==> src/hdl/alu_pkg.sv <==
/* Shared ALU definitions: datapath and lane widths, operator codes,
   request and response structs */
package alu_pkg;

    // --------------------------------------------------
    // Widths
    // --------------------------------------------------
    localparam int XLEN     = 32;
    localparam int SHAMT_W  = 5;

    // Polar SIMD lanes
    localparam int LANE_W   = 8;
    localparam int LANES    = 4;
    localparam int LANE_SAT = 127;

    typedef logic [XLEN-1:0]   xlen_t;
    typedef logic [LANE_W-1:0] lane_t;

    // --------------------------------------------------
    // Operators
    // --------------------------------------------------
    typedef enum logic [4:0] {
        // Adder
        op_add,
        op_sub,
        // Bitwise logic
        op_and,
        op_or,
        op_xor,
        op_andn,
        op_orn,
        op_xnor,
        // Shifts
        op_sll,
        op_srl,
        op_sra,
        // Set less than
        op_slts,
        op_sltu,
        // Branch compares
        op_eq,
        op_ne,
        op_lts,
        op_ltu,
        op_ges,
        op_geu,
        // Polar extension
        op_pl_r,
        op_pl_f,
        op_pl_decode,
        op_pl_g
    } alu_op_e;

    // --------------------------------------------------
    // Request and response
    // --------------------------------------------------
    typedef struct packed {
        alu_op_e op;
        xlen_t   operand_a;
        xlen_t   operand_b;
        xlen_t   imm;
    } alu_req_t;

    typedef struct packed {
        xlen_t result;
        logic  branch;
    } alu_rsp_t;

endpackage

==> src/hdl/alu_int_unit.sv <==
/* Integer unit: shared adder, logic ops, shifter, comparator
   and branch resolution */
module alu_int_unit (
    input  alu_pkg::alu_req_t req_i,
    output alu_pkg::alu_rsp_t int_rsp_o
);
    import alu_pkg::*;

    // Mirror the bit order of a word
    function automatic xlen_t bit_reverse(input xlen_t value);
        xlen_t reversed;
        for (int k = 0; k < XLEN; k++) begin
            reversed[k] = value[XLEN-1-k];
        end
        return reversed;
    endfunction

    // --------------------------------------------------
    // Adder
    // --------------------------------------------------
    logic          negate_b;
    logic [XLEN:0] adder_in_a;
    logic [XLEN:0] operand_b_neg;
    logic [XLEN:0] adder_sum;
    xlen_t         adder_result;
    xlen_t         logic_b;
    logic          adder_zero;

    always_comb begin
        case (req_i.op)
            op_sub, op_eq, op_ne,
            op_andn, op_orn, op_xnor: negate_b = 1'b1;
            default:                  negate_b = 1'b0;
        endcase
    end

    // Extra low bit pair injects the carry when b is inverted
    assign adder_in_a    = {req_i.operand_a, 1'b1};
    assign operand_b_neg = {req_i.operand_b, 1'b0} ^ {(XLEN+1){negate_b}};
    assign adder_sum     = adder_in_a + operand_b_neg;
    assign adder_result  = adder_sum[XLEN:1];
    assign adder_zero    = ~|adder_result;

    // Logic ops see the same optionally inverted b
    assign logic_b       = operand_b_neg[XLEN:1];

    // --------------------------------------------------
    // Shifter
    // --------------------------------------------------
    logic               shift_left;
    logic               shift_arith;
    logic [SHAMT_W-1:0] shift_amt;
    xlen_t              shift_op_a;
    logic [XLEN:0]      shift_right_ext;
    xlen_t              shift_right_result;
    xlen_t              shift_result;

    assign shift_left  = (req_i.op == op_sll);
    assign shift_arith = (req_i.op == op_sra);
    assign shift_amt   = req_i.operand_b[SHAMT_W-1:0];

    // Left shift is a right shift on the reversed word
    assign shift_op_a  = shift_left ? bit_reverse(req_i.operand_a) : req_i.operand_a;

    assign shift_right_ext = $unsigned(
        $signed({shift_arith & shift_op_a[XLEN-1], shift_op_a}) >>> shift_amt);
    assign shift_right_result = shift_right_ext[XLEN-1:0];
    assign shift_result = shift_left ? bit_reverse(shift_right_result) : shift_right_result;

    // --------------------------------------------------
    // Comparator
    // --------------------------------------------------
    logic signed_cmp;
    logic less;

    assign signed_cmp = (req_i.op == op_slts) || (req_i.op == op_lts) ||
                        (req_i.op == op_ges);

    // One extra top bit selects signed or unsigned order
    assign less = $signed({signed_cmp & req_i.operand_a[XLEN-1], req_i.operand_a}) <
                  $signed({signed_cmp & req_i.operand_b[XLEN-1], req_i.operand_b});

    // Branch resolution
    always_comb begin
        case (req_i.op)
            op_eq:          int_rsp_o.branch = adder_zero;
            op_ne:          int_rsp_o.branch = ~adder_zero;
            op_lts, op_ltu: int_rsp_o.branch = less;
            op_ges, op_geu: int_rsp_o.branch = ~less;
            default:        int_rsp_o.branch = 1'b1;
        endcase
    end

    // --------------------------------------------------
    // Result mux
    // --------------------------------------------------
    always_comb begin
        case (req_i.op)
            op_add, op_sub:          int_rsp_o.result = adder_result;
            op_and, op_andn:         int_rsp_o.result = req_i.operand_a & logic_b;
            op_or, op_orn:           int_rsp_o.result = req_i.operand_a | logic_b;
            op_xor, op_xnor:         int_rsp_o.result = req_i.operand_a ^ logic_b;
            op_sll, op_srl, op_sra:  int_rsp_o.result = shift_result;
            op_slts, op_sltu:        int_rsp_o.result = {{(XLEN-1){1'b0}}, less};
            // Branches return the adder output
            op_eq, op_ne,
            op_lts, op_ltu,
            op_ges, op_geu:          int_rsp_o.result = adder_result;
            default:                 int_rsp_o.result = '0;
        endcase
    end

endmodule

==> src/hdl/alu_polar_unit.sv <==
/* Polar SIMD unit: R, F, DECODE and saturating G over four signed
   8-bit lanes */
module alu_polar_unit (
    input  alu_pkg::alu_req_t req_i,
    output alu_pkg::xlen_t    polar_result_o
);
    import alu_pkg::*;

    // Clamp a 9-bit lane value to the symmetric range
    function automatic lane_t saturate(input logic signed [LANE_W:0] value);
        lane_t clamped;
        if (value > LANE_SAT) begin
            clamped = lane_t'(LANE_SAT);
        end else if (value < -LANE_SAT) begin
            clamped = lane_t'(-LANE_SAT);
        end else begin
            clamped = value[LANE_W-1:0];
        end
        return clamped;
    endfunction

    xlen_t func_r;
    xlen_t func_f;
    xlen_t func_decode;
    xlen_t func_g;
    logic  b_is_one;
    logic  b_is_zero;

    // Low byte of operand_b acts as a control word for R and DECODE
    assign b_is_one  = (req_i.operand_b[LANE_W-1:0] == lane_t'(1));
    assign b_is_zero = (req_i.operand_b[LANE_W-1:0] == lane_t'(0));

    // --------------------------------------------------
    // Per lane datapath
    // --------------------------------------------------
    for (genvar i = 0; i < LANES; i++) begin : gen_lane
        lane_t                  lane_a;
        lane_t                  lane_b;
        lane_t                  lane_imm;
        lane_t                  abs_a;
        lane_t                  abs_b;
        lane_t                  min_mag;
        logic                   sign_diff;
        logic signed [LANE_W:0] sum;
        logic signed [LANE_W:0] diff;

        assign lane_a   = req_i.operand_a[i*LANE_W +: LANE_W];
        assign lane_b   = req_i.operand_b[i*LANE_W +: LANE_W];
        assign lane_imm = req_i.imm[i*LANE_W +: LANE_W];

        // R flags negative lanes
        assign func_r[i*LANE_W +: LANE_W] =
            (!b_is_one && lane_a[LANE_W-1]) ? lane_t'(1) : lane_t'(0);

        // F keeps the smaller magnitude with the product sign
        // -128 stays 0x80 and compares as magnitude 128
        assign abs_a     = lane_a[LANE_W-1] ? -lane_a : lane_a;
        assign abs_b     = lane_b[LANE_W-1] ? -lane_b : lane_b;
        assign min_mag   = (abs_a > abs_b) ? abs_b : abs_a;
        assign sign_diff = lane_a[LANE_W-1] ^ lane_b[LANE_W-1];
        assign func_f[i*LANE_W +: LANE_W] = sign_diff ? -min_mag : min_mag;

        // DECODE passes a through when enabled
        assign func_decode[i*LANE_W +: LANE_W] = b_is_zero ? lane_a : lane_t'(0);

        // G adds or subtracts one bit wider before clamping
        assign sum  = $signed({lane_a[LANE_W-1], lane_a}) + $signed({lane_b[LANE_W-1], lane_b});
        assign diff = $signed({lane_b[LANE_W-1], lane_b}) - $signed({lane_a[LANE_W-1], lane_a});
        assign func_g[i*LANE_W +: LANE_W] =
            (lane_imm == lane_t'(0)) ? saturate(sum) : saturate(diff);
    end

    // --------------------------------------------------
    // Output select
    // --------------------------------------------------
    always_comb begin
        case (req_i.op)
            op_pl_r:      polar_result_o = func_r;
            op_pl_f:      polar_result_o = func_f;
            op_pl_decode: polar_result_o = func_decode;
            op_pl_g:      polar_result_o = func_g;
            default:      polar_result_o = '0;
        endcase
    end

endmodule

==> src/hdl/alu_writeback.sv <==
/* Writeback stage: result select by operator class and the
   registered response with valid */
module alu_writeback (
    input  logic              clk_i,
    input  logic              reset_i,
    input  logic              valid_i,
    input  alu_pkg::alu_op_e  op_i,
    input  alu_pkg::alu_rsp_t int_rsp_i,
    input  alu_pkg::xlen_t    polar_result_i,
    output logic              valid_o,
    output alu_pkg::alu_rsp_t rsp_o
);
    import alu_pkg::*;

    logic     is_polar;
    alu_rsp_t rsp_next;

    always_comb begin
        case (op_i)
            op_pl_r, op_pl_f,
            op_pl_decode, op_pl_g: is_polar = 1'b1;
            default:               is_polar = 1'b0;
        endcase
    end

    // Polar ops always report a taken branch flag
    always_comb begin
        if (is_polar) begin
            rsp_next.result = polar_result_i;
            rsp_next.branch = 1'b1;
        end else begin
            rsp_next = int_rsp_i;
        end
    end

    // Output register, holds its value across idle cycles
    always_ff @(posedge clk_i) begin
        if (reset_i) begin
            valid_o <= 1'b0;
            rsp_o   <= '0;
        end else begin
            valid_o <= valid_i;
            if (valid_i) begin
                rsp_o <= rsp_next;
            end
        end
    end

endmodule

==> src/hdl/alu_top.sv <==
/* ALU top level: integer and polar units in parallel,
   followed by the writeback register */
module alu_top (
    input  logic              clk_i,
    input  logic              reset_i,
    input  logic              valid_i,
    input  alu_pkg::alu_req_t req_i,
    output logic              valid_o,
    output alu_pkg::alu_rsp_t rsp_o
);
    import alu_pkg::*;

    alu_rsp_t int_rsp;
    xlen_t    polar_result;

    // Both units see the same request
    alu_int_unit alu_int_unit_i (
        .req_i     (req_i),
        .int_rsp_o (int_rsp)
    );

    alu_polar_unit alu_polar_unit_i (
        .req_i          (req_i),
        .polar_result_o (polar_result)
    );

    alu_writeback alu_writeback_i (
        .clk_i          (clk_i),
        .reset_i        (reset_i),
        .valid_i        (valid_i),
        .op_i           (req_i.op),
        .int_rsp_i      (int_rsp),
        .polar_result_i (polar_result),
        .valid_o        (valid_o),
        .rsp_o          (rsp_o)
    );

endmodule

==> config.mk <==
export PLATFORM = sky130hd
export DESIGN_NAME = alu_top
export DESIGN_NICKNAME = d
export VERILOG_FILES = /design/src/hdl/alu_pkg.sv /design/src/hdl/alu_int_unit.sv /design/src/hdl/alu_polar_unit.sv /design/src/hdl/alu_writeback.sv /design/src/hdl/alu_top.sv
export SDC_FILE = /design/constraint.sdc
export NUM_CORES = 1
export LEC_CHECK = 0
export ABC_AREA = 1
export BUFFER_PORTS_ARGS = -buffer_cell sky130_fd_sc_hd__buf_4
export CORE_MARGIN = 2
export CORE_UTILIZATION = 55
export DETAILED_ROUTE_END_ITERATION = 6
export PLACE_DENSITY = 0.75
export SYNTH_ARGS = -nofsm -noshare
export SYNTH_HDL_FRONTEND = slang
export SYNTH_SLANG_ARGS = --single-unit
==> constraint.sdc <==
create_clock -name clk_i -period 5.7 [get_ports clk_i]
set_input_delay 0.285 -clock clk_i [delete_from_list [all_inputs] [get_ports clk_i]]
set_output_delay 0.285 -clock clk_i [all_outputs]
set_load 0.1 [all_outputs]
==> results by group, run 1 <==
Worst setup path
  – Most common cell on crit path: inv_1
  – Worst path cell trace: buf_4 -> inv_1 -> ha_1 -> inv_1 -> nor2_1 -> inv_1 -> nor2_1 -> inv_1 -> o31ai_1 -> xor2_1 -> inv_1 -> ha_1 -> nand2_1 -> nor2_1 -> nand3_1 -> o22ai_1 -> o21ai_0 -> ha_1 -> o21ai_0 -> o22ai_1 -> a21oi_1 -> nand4_1 -> nand2_1 -> inv_1
  – Critical Path RT: 5920 ps
  – WP data arrival: 4400 ps
  – Startpoint Class: input port
  – CP max FO: 16
  – Setup CP Type: in2reg
  – Slowest stage cell, crit path: o22ai_1
  – Setup crit end kind: flop
  – Worst stage delay on the critical path: 770 ps

Floorplan
  – Die Height: 172 um
  – Starting Density: 0.559
  – I/O pin count: 138
  – Die ar.: a little under 0.03 mm2
  – CORE AREA: 0.0279 mm2
  – Horiz. Die Dim: 172 um
  – Row count: 61

Pwr
  – Clock power frac: 0.115
  – VDD IR max: just under 0.0001 V
  – Share of power burned in registers: 0.097
  – Comb pwr share: 0.787
  – Net Switching: 1.72 mW
  – Internal power: 1.11 mW
  – Total chip power: about 2.8 mW
  – Power per cell area: 167 mW/mm2
  – Leak: slightly below 9 nW
  – Switching part of the total: 0.608

Timing
  – Fin crit share: 0.732
  – Slew Limit Fails: 0
  – Slew headroom: 0.274
  – Final critical-path required period: 4180 ps
  – Final Hold Viols: 0
  – Worst hold slack: 388 ps
  – Worst Skew: 0 ps
  – Sum Neg Setup Slack: 0 ps
  – Final setup fails: 0
  – Measured slew at the worst slew-check pin: about 1100 ps
  – RSZ-0062 raised after global routing: no
  – Max Fclk: 0.240 GHz
  – Final worst slack: ~1500 ps

Final layout
  – Fin nets: 3161
  – Final Cell Area: approximately 0.017 mm2
  – Commonest non-fill, non-tap cell in the layout: nand2_1
  – Register area: 681 um2
  – Fin cells: between 3000 and 4000
  – P&R area growth vs syn: 8.19%
  – Layout filler cell count: 2907
  – Post-Route Utilization: 0.605
  – Multi-input gate area: 0.0130 mm2
  – Inserted Diodes: 0
  – Most frequent cells in the layout: nand2_1 (726), inv_1 (357), nand3_1 (251), nor2_1 (250), ha_1 (201)
  – Share of cells above drive strength 1: 0.0772

Synth
  – Leading post-synthesis cells by cell area: nand2_1 (17%), ha_1 (16%), inv_1 (8.6%)
  – EDFF count, synth: 0
  – Yosys top cell area share: 0.175
  – Top_reg_cell synth: dfxtp_1
  – Syn Nets: 3100
  – Mapped Cells: 2787
  – Yosys reg bits: 34
  – Cell Area, Synth: 0.0156 mm2
  – Post-synth top area cell: nand2_1
  – Fraction of registers with async set/reset: 0
  – Yosys cell types: 64
  – Post-Syn Area per Cell: 5.59 um2
  – Seq/Total Area, Yosys: 0.0437
  – Synth warnings: 0

Routing
  – Drt pass-1 iters: 7
  – DRC violations left: 19
  – Total wire length: between 60000 and 70000 um
  – Vias/cell: 6.16
  – Remaining antenna violation count after routing: 0
  – First DRT Iteration DRCs: 2485
  – DR WL/cell: 20.5 um
  – Vias: a little under 20000

Placed design
  – Dpl cell area: 0.0167 mm2
  – Buffers added on ports: 137
  – Inst Count DP: 3219
  – RePlAce Congestion: 1.06
  – Dpl ws: approximately 1400 ps
  – DP HPWL: 52300 um

Clock tree
  – Clock edge transition at the registers on the reported setup and hold paths: 70 ps
  – Post_cts resized: 0
  – CTS HTree Levels: 2
  – Setup Buffers After CTS: 0
  – Clock Path Buffers: 2
  – Clk_lat worst skew: 320 ps
  – CTS Buf Count: 5
  – Clk root buf: clkbuf_16
  – CTS Hold Bufs: 0
  – CTS tree: yes
  – Clock sinks: 34

Global routing
  – Gr usage total: 0.436
  – Largest net degree at the start of global routing: 99
  – Vias in the first global route: 18100
  – Grt ovf: 0
  – First-pass GRT wire length: a little under 100000 um
  – Antenna violations before repair: 0

Flow run
  – Max_cap viols: 0

Min path
  – Worst Hold Class: in2reg

Run status
  – Status: complete, but fails checks
  – Failing checks: DRC
==> path summary, 6_finish.rpt <==
check,slack [ps],startpoint,end,cells past startpoint
setup / recovery,1520,req_i[41],alu_writeback_i.rsp_o[10],24
hold / removal,390,reset_i,alu_writeback_i.valid_o,2
setup reg to reg,4920,alu_writeback_i.rsp_o[8],alu_writeback_i.rsp_o[8],2
hold reg to reg,520,alu_writeback_i.rsp_o[22],alu_writeback_i.rsp_o[22],2
==> synthesized netlist by cell type (all sizes together), types with 2 or more instances <==
cell       n
buf       54
a22oi     19
o22ai     18
a31oi     10
dfxtp     34
a221oi     7
nor2     254
o211ai    32
o21ai    251
clkbuf    43
a21oi    169
ha       201
o221ai    14
a221o      3
or2       12
a211oi     2
nand3b    27
o21a      10
a21o       4
o31ai      4
o2111ai    5
nand3    254
nor4      18
inv      364
xor2     101
xnor2      5
nand4     38
clkinv     7
mux2i     13
o21bai    11
fa         8
and2       2
nand2    742
nor3      41
==> state kept, by name, summed over array words and instances (netlist names) <==
signal and count:
alu_writeback_i.rsp_o 33, alu_writeback_i.valid_o 1
==> power by group through the flow <==
stage               sequential [mW]  clock [mW]  combinational (mW)
global route                  0.276       0.331                2.43
global placement              0.278           0                2.12
floorplan                     0.426           0                1.40
finish                        0.275       0.326                2.22
detailed placement            0.279           0                2.14
CTS                           0.274       0.325                2.15
==> cell type report <==
cell class / instances / area share
clock inverters: 2 / 0.000742
clock buffers: 6 / 0.00824
well taps: 378 / 0.0281
inverters: 371 / 0.0826
repair buffers: 151 / 0.0672
flip-flops and latches: 34 / 0.0404
multi-input cells: 2285 / 0.773
==> worst max-delay path, delay by kind of cell <==
kind | cells | cell delay, ps
compound gates | 6 | 1850
xor+xnor | 1 | 180
buf+inv | 7 | 550
fa+ha+maj | 3 | 780
simple gates | 7 | 730
==> per-layer routing <==
layer,up-vias,GRT usage,routed length (um)
met3,213,0.110,8990
met4,0,0.231,3850
met2,1334,0.665,27300
li1,9375,-,-
met5,-,0,0
met1,8970,0.565,26000
==> kinds of logic after synthesis <==
family	after synthesis	share of synthesized area
adder cells (fa/ha/maj)	209	0.172
flip-flops	34	0.0437
multiplexers	13	0.00835
XOR/XNOR	106	0.0596
AO/OA/AOI/OAI	565	0.212
buffers and inverters	468	0.120
AND/OR/NAND/NOR	1392	0.385
(Power assumes the default switching activity.)
==> inputs of run 2 (changes only) <==
- PLACE_DENSITY: 0.75 -> 0.77
- clock period: 5.7 -> 3.4 ns (I/O delays scaled with it)
==> run 2 against run 1 <==
The run still ends with DRC left. Highest routed layer unchanged. First-iteration DRC count is 25% higher. Hold slack got worse by 120 ps. Largest power group unchanged. Count of clock-buffer cells in the layout stayed put. Largest cell class unchanged. Final area is 16% higher. Critical path depth is 5 higher.
==> results by group, run 2 (synthesized netlist as in run 1, its figures left out) <==
Worst setup path
  – Slowest stage cell, crit path: ha_4
  – WP data arrival: 3540 ps
  – Setup CP Type: in2reg
  – Startpoint Class: input port
  – Critical Path RT: 3600 ps
  – Setup crit end kind: flop
  – Worst stage delay on the critical path: 290 ps
  – CP max FO: 7
  – Most common cell on crit path: inv_2
  – Cell family with most CP delay: simple AND/OR/NAND/NOR gates
  – Worst path bufs/invs: 9

Clock tree
  – CTS tree: yes
  – CTS HTree Levels: 2
  – CTS Buf Count: 5
  – Clock sinks: 34
  – CTS Hold Bufs: 0
  – Clk_lat worst skew: 310 ps
  – Clk root buf: clkbuf_16
  – Clock Path Buffers: 2
  – Clock edge transition at the registers on the reported setup and hold paths: roughly 70 ps

Timing
  – Final setup fails: 0
  – Fin crit share: 0.983
  – Slew headroom: 0.273
  – Max Fclk: 0.299 GHz
  – Worst Skew: 0 ps
  – RSZ-0062 raised after global routing: yes
  – Slew Limit Fails: 0
  – Final worst slack: between 50 and 60 ps
  – Final critical-path required period: 3340 ps
  – Measured slew at the worst slew-check pin: roughly 1100 ps
  – Final Hold Viols: 0

Global routing
  – Gr usage total: 0.452
  – First-pass GRT wire length: around 100000 um
  – Largest net degree at the start of global routing: 52
  – Vias in the first global route: 19200
  – Grt ovf: 0
  – Antenna violations before repair: 0

Final layout
  – Multi-input gate area: 0.0135 mm2
  – Biggest regs: alu_writeback_i.rsp_o (33), alu_writeback_i.valid_o (1)
  – Inserted Diodes: 0
  – Layout filler cell count: 2569
  – Register area: just under 700 um2
  – Commonest non-fill, non-tap cell in the layout: nand2_1
  – P&R area growth vs syn: 25.0%
  – Largest register by flop count: alu_writeback_i.rsp_o
  – Fin nets: between 3000 and 4000
  – Largest register FFs: 33
  – Share of cells above drive strength 1: 0.192
  – Most frequent cells in the layout: nand2_1 (719), buf_4 (419), inv_1 (351), nand3_1 (245), nor2_1 (221)
  – Fin cells: 3500
  – Post-Route Utilization: 0.699

Routing
  – Vias/cell: 6.11
  – First DRT Iteration DRCs: 3094
  – Remaining antenna violation count after routing: 0
  – DRC violations left: 4
  – DR WL/cell: 20.0 um
  – Drt pass-1 iters: 7
  – Vias: about 21000
  – Total wire length: ~70000 um

Floorplan
  – Horiz. Die Dim: 172 um
  – Starting Density: 0.559
  – Die Height: 172 um
  – Row count: 61
  – CORE AREA: 0.0279 mm2
  – Die ar.: 0.0297 mm2
  – I/O pin count: 138

Placed design
  – DP HPWL: between 50000 and 60000 um
  – Dpl ws: -464 ps
  – Buffers added on ports: 137
  – RePlAce Congestion: 1.12
  – Inst Count DP: between 3000 and 4000

Min path
  – Worst Hold Class: in2reg

Run status
  – Status: complete, but fails checks
  – Failing checks: DRC

Pwr
  – Leak: 10.2 nW
  – Power per cell area: about 290 mW/mm2
  – VDD IR max: 0.000195 V

Flow run
  – Max_cap viols: 0
run 2: changes by cell type in the layout (fill, tap and decap cells not counted), moves of 7 or more:
| cell | delta |
|---|---|
| buf_4 | +268 |
| nor2_1 | -29 |
| nor2_2 | +27 |
| o21ai_0 | -17 |
| xor2_1 | -16 |
| xor2_2 | +16 |
| o21ai_1 | +12 |
| ha_1 | -11 |
| a21oi_1 | -9 |
| a21oi_2 | +8 |
| ha_4 | +7 |
| nand2_1 | -7 |
run 2: cell type report:
type | count | area share
repair buffers | 424 | 0.166
multi-input cells | 2285 | 0.695
flip-flops and latches | 34 | 0.0350
clock buffers | 6 | 0.00713
inverters | 371 | 0.0715
well taps | 378 | 0.0243
clock inverters | 2 | 0.000642
run 2: final timing paths:
| kind | start | cells past startpoint | end | slack, ps |
|---|---|---|---|---|
| setup / recovery | req_i[40] | 29 | alu_writeback_i.rsp_o[13] | 60 |
| hold / removal | reset_i | 2 | alu_writeback_i.valid_o | 260 |
| hold reg to reg | alu_writeback_i.rsp_o[13] | 2 | alu_writeback_i.rsp_o[13] | 510 |
| setup reg to reg | alu_writeback_i.rsp_o[27] | 4 | alu_writeback_i.rsp_o[27] | 2620 |
run 2: per-stage QoR:
stage                     hold WS [ps]  area, um2  power (mW)  TNS [ps]
after floorplan                    319      15600        3.06         0
after global placement             494      18700        4.61     -1810
after detailed placement           505      18700        4.68     -3410
after CTS                          258      18900        5.22         0
after global routing               274      19500        5.94      -840
final                              264      19500        5.59         0
run 2: metal layers:
metal  up-vias  track usage  part of all wire
li1       9928            -                 -
met1      9634        0.595              0.38
met2      1500        0.684              0.41
met3       321       0.0872              0.14
met4         0        0.263             0.072
met5         -            0                 0
run 2: where the power goes:
group	internal [mW]	switching (mW)
clock network	0.293	0.253
logic	1.71	2.88
registers	0.434	0.0234
run 2: what timing repair did:
item | 4_1_cts | 5_1_grt
cloned | 0 | 1
buffers inserted | 0 | 7
hold endpoints to repair | 0 | 0
endpoints found under the setup margin | 3 | 27
pin swaps | 0 | 26
resized for setup | 4 | 127
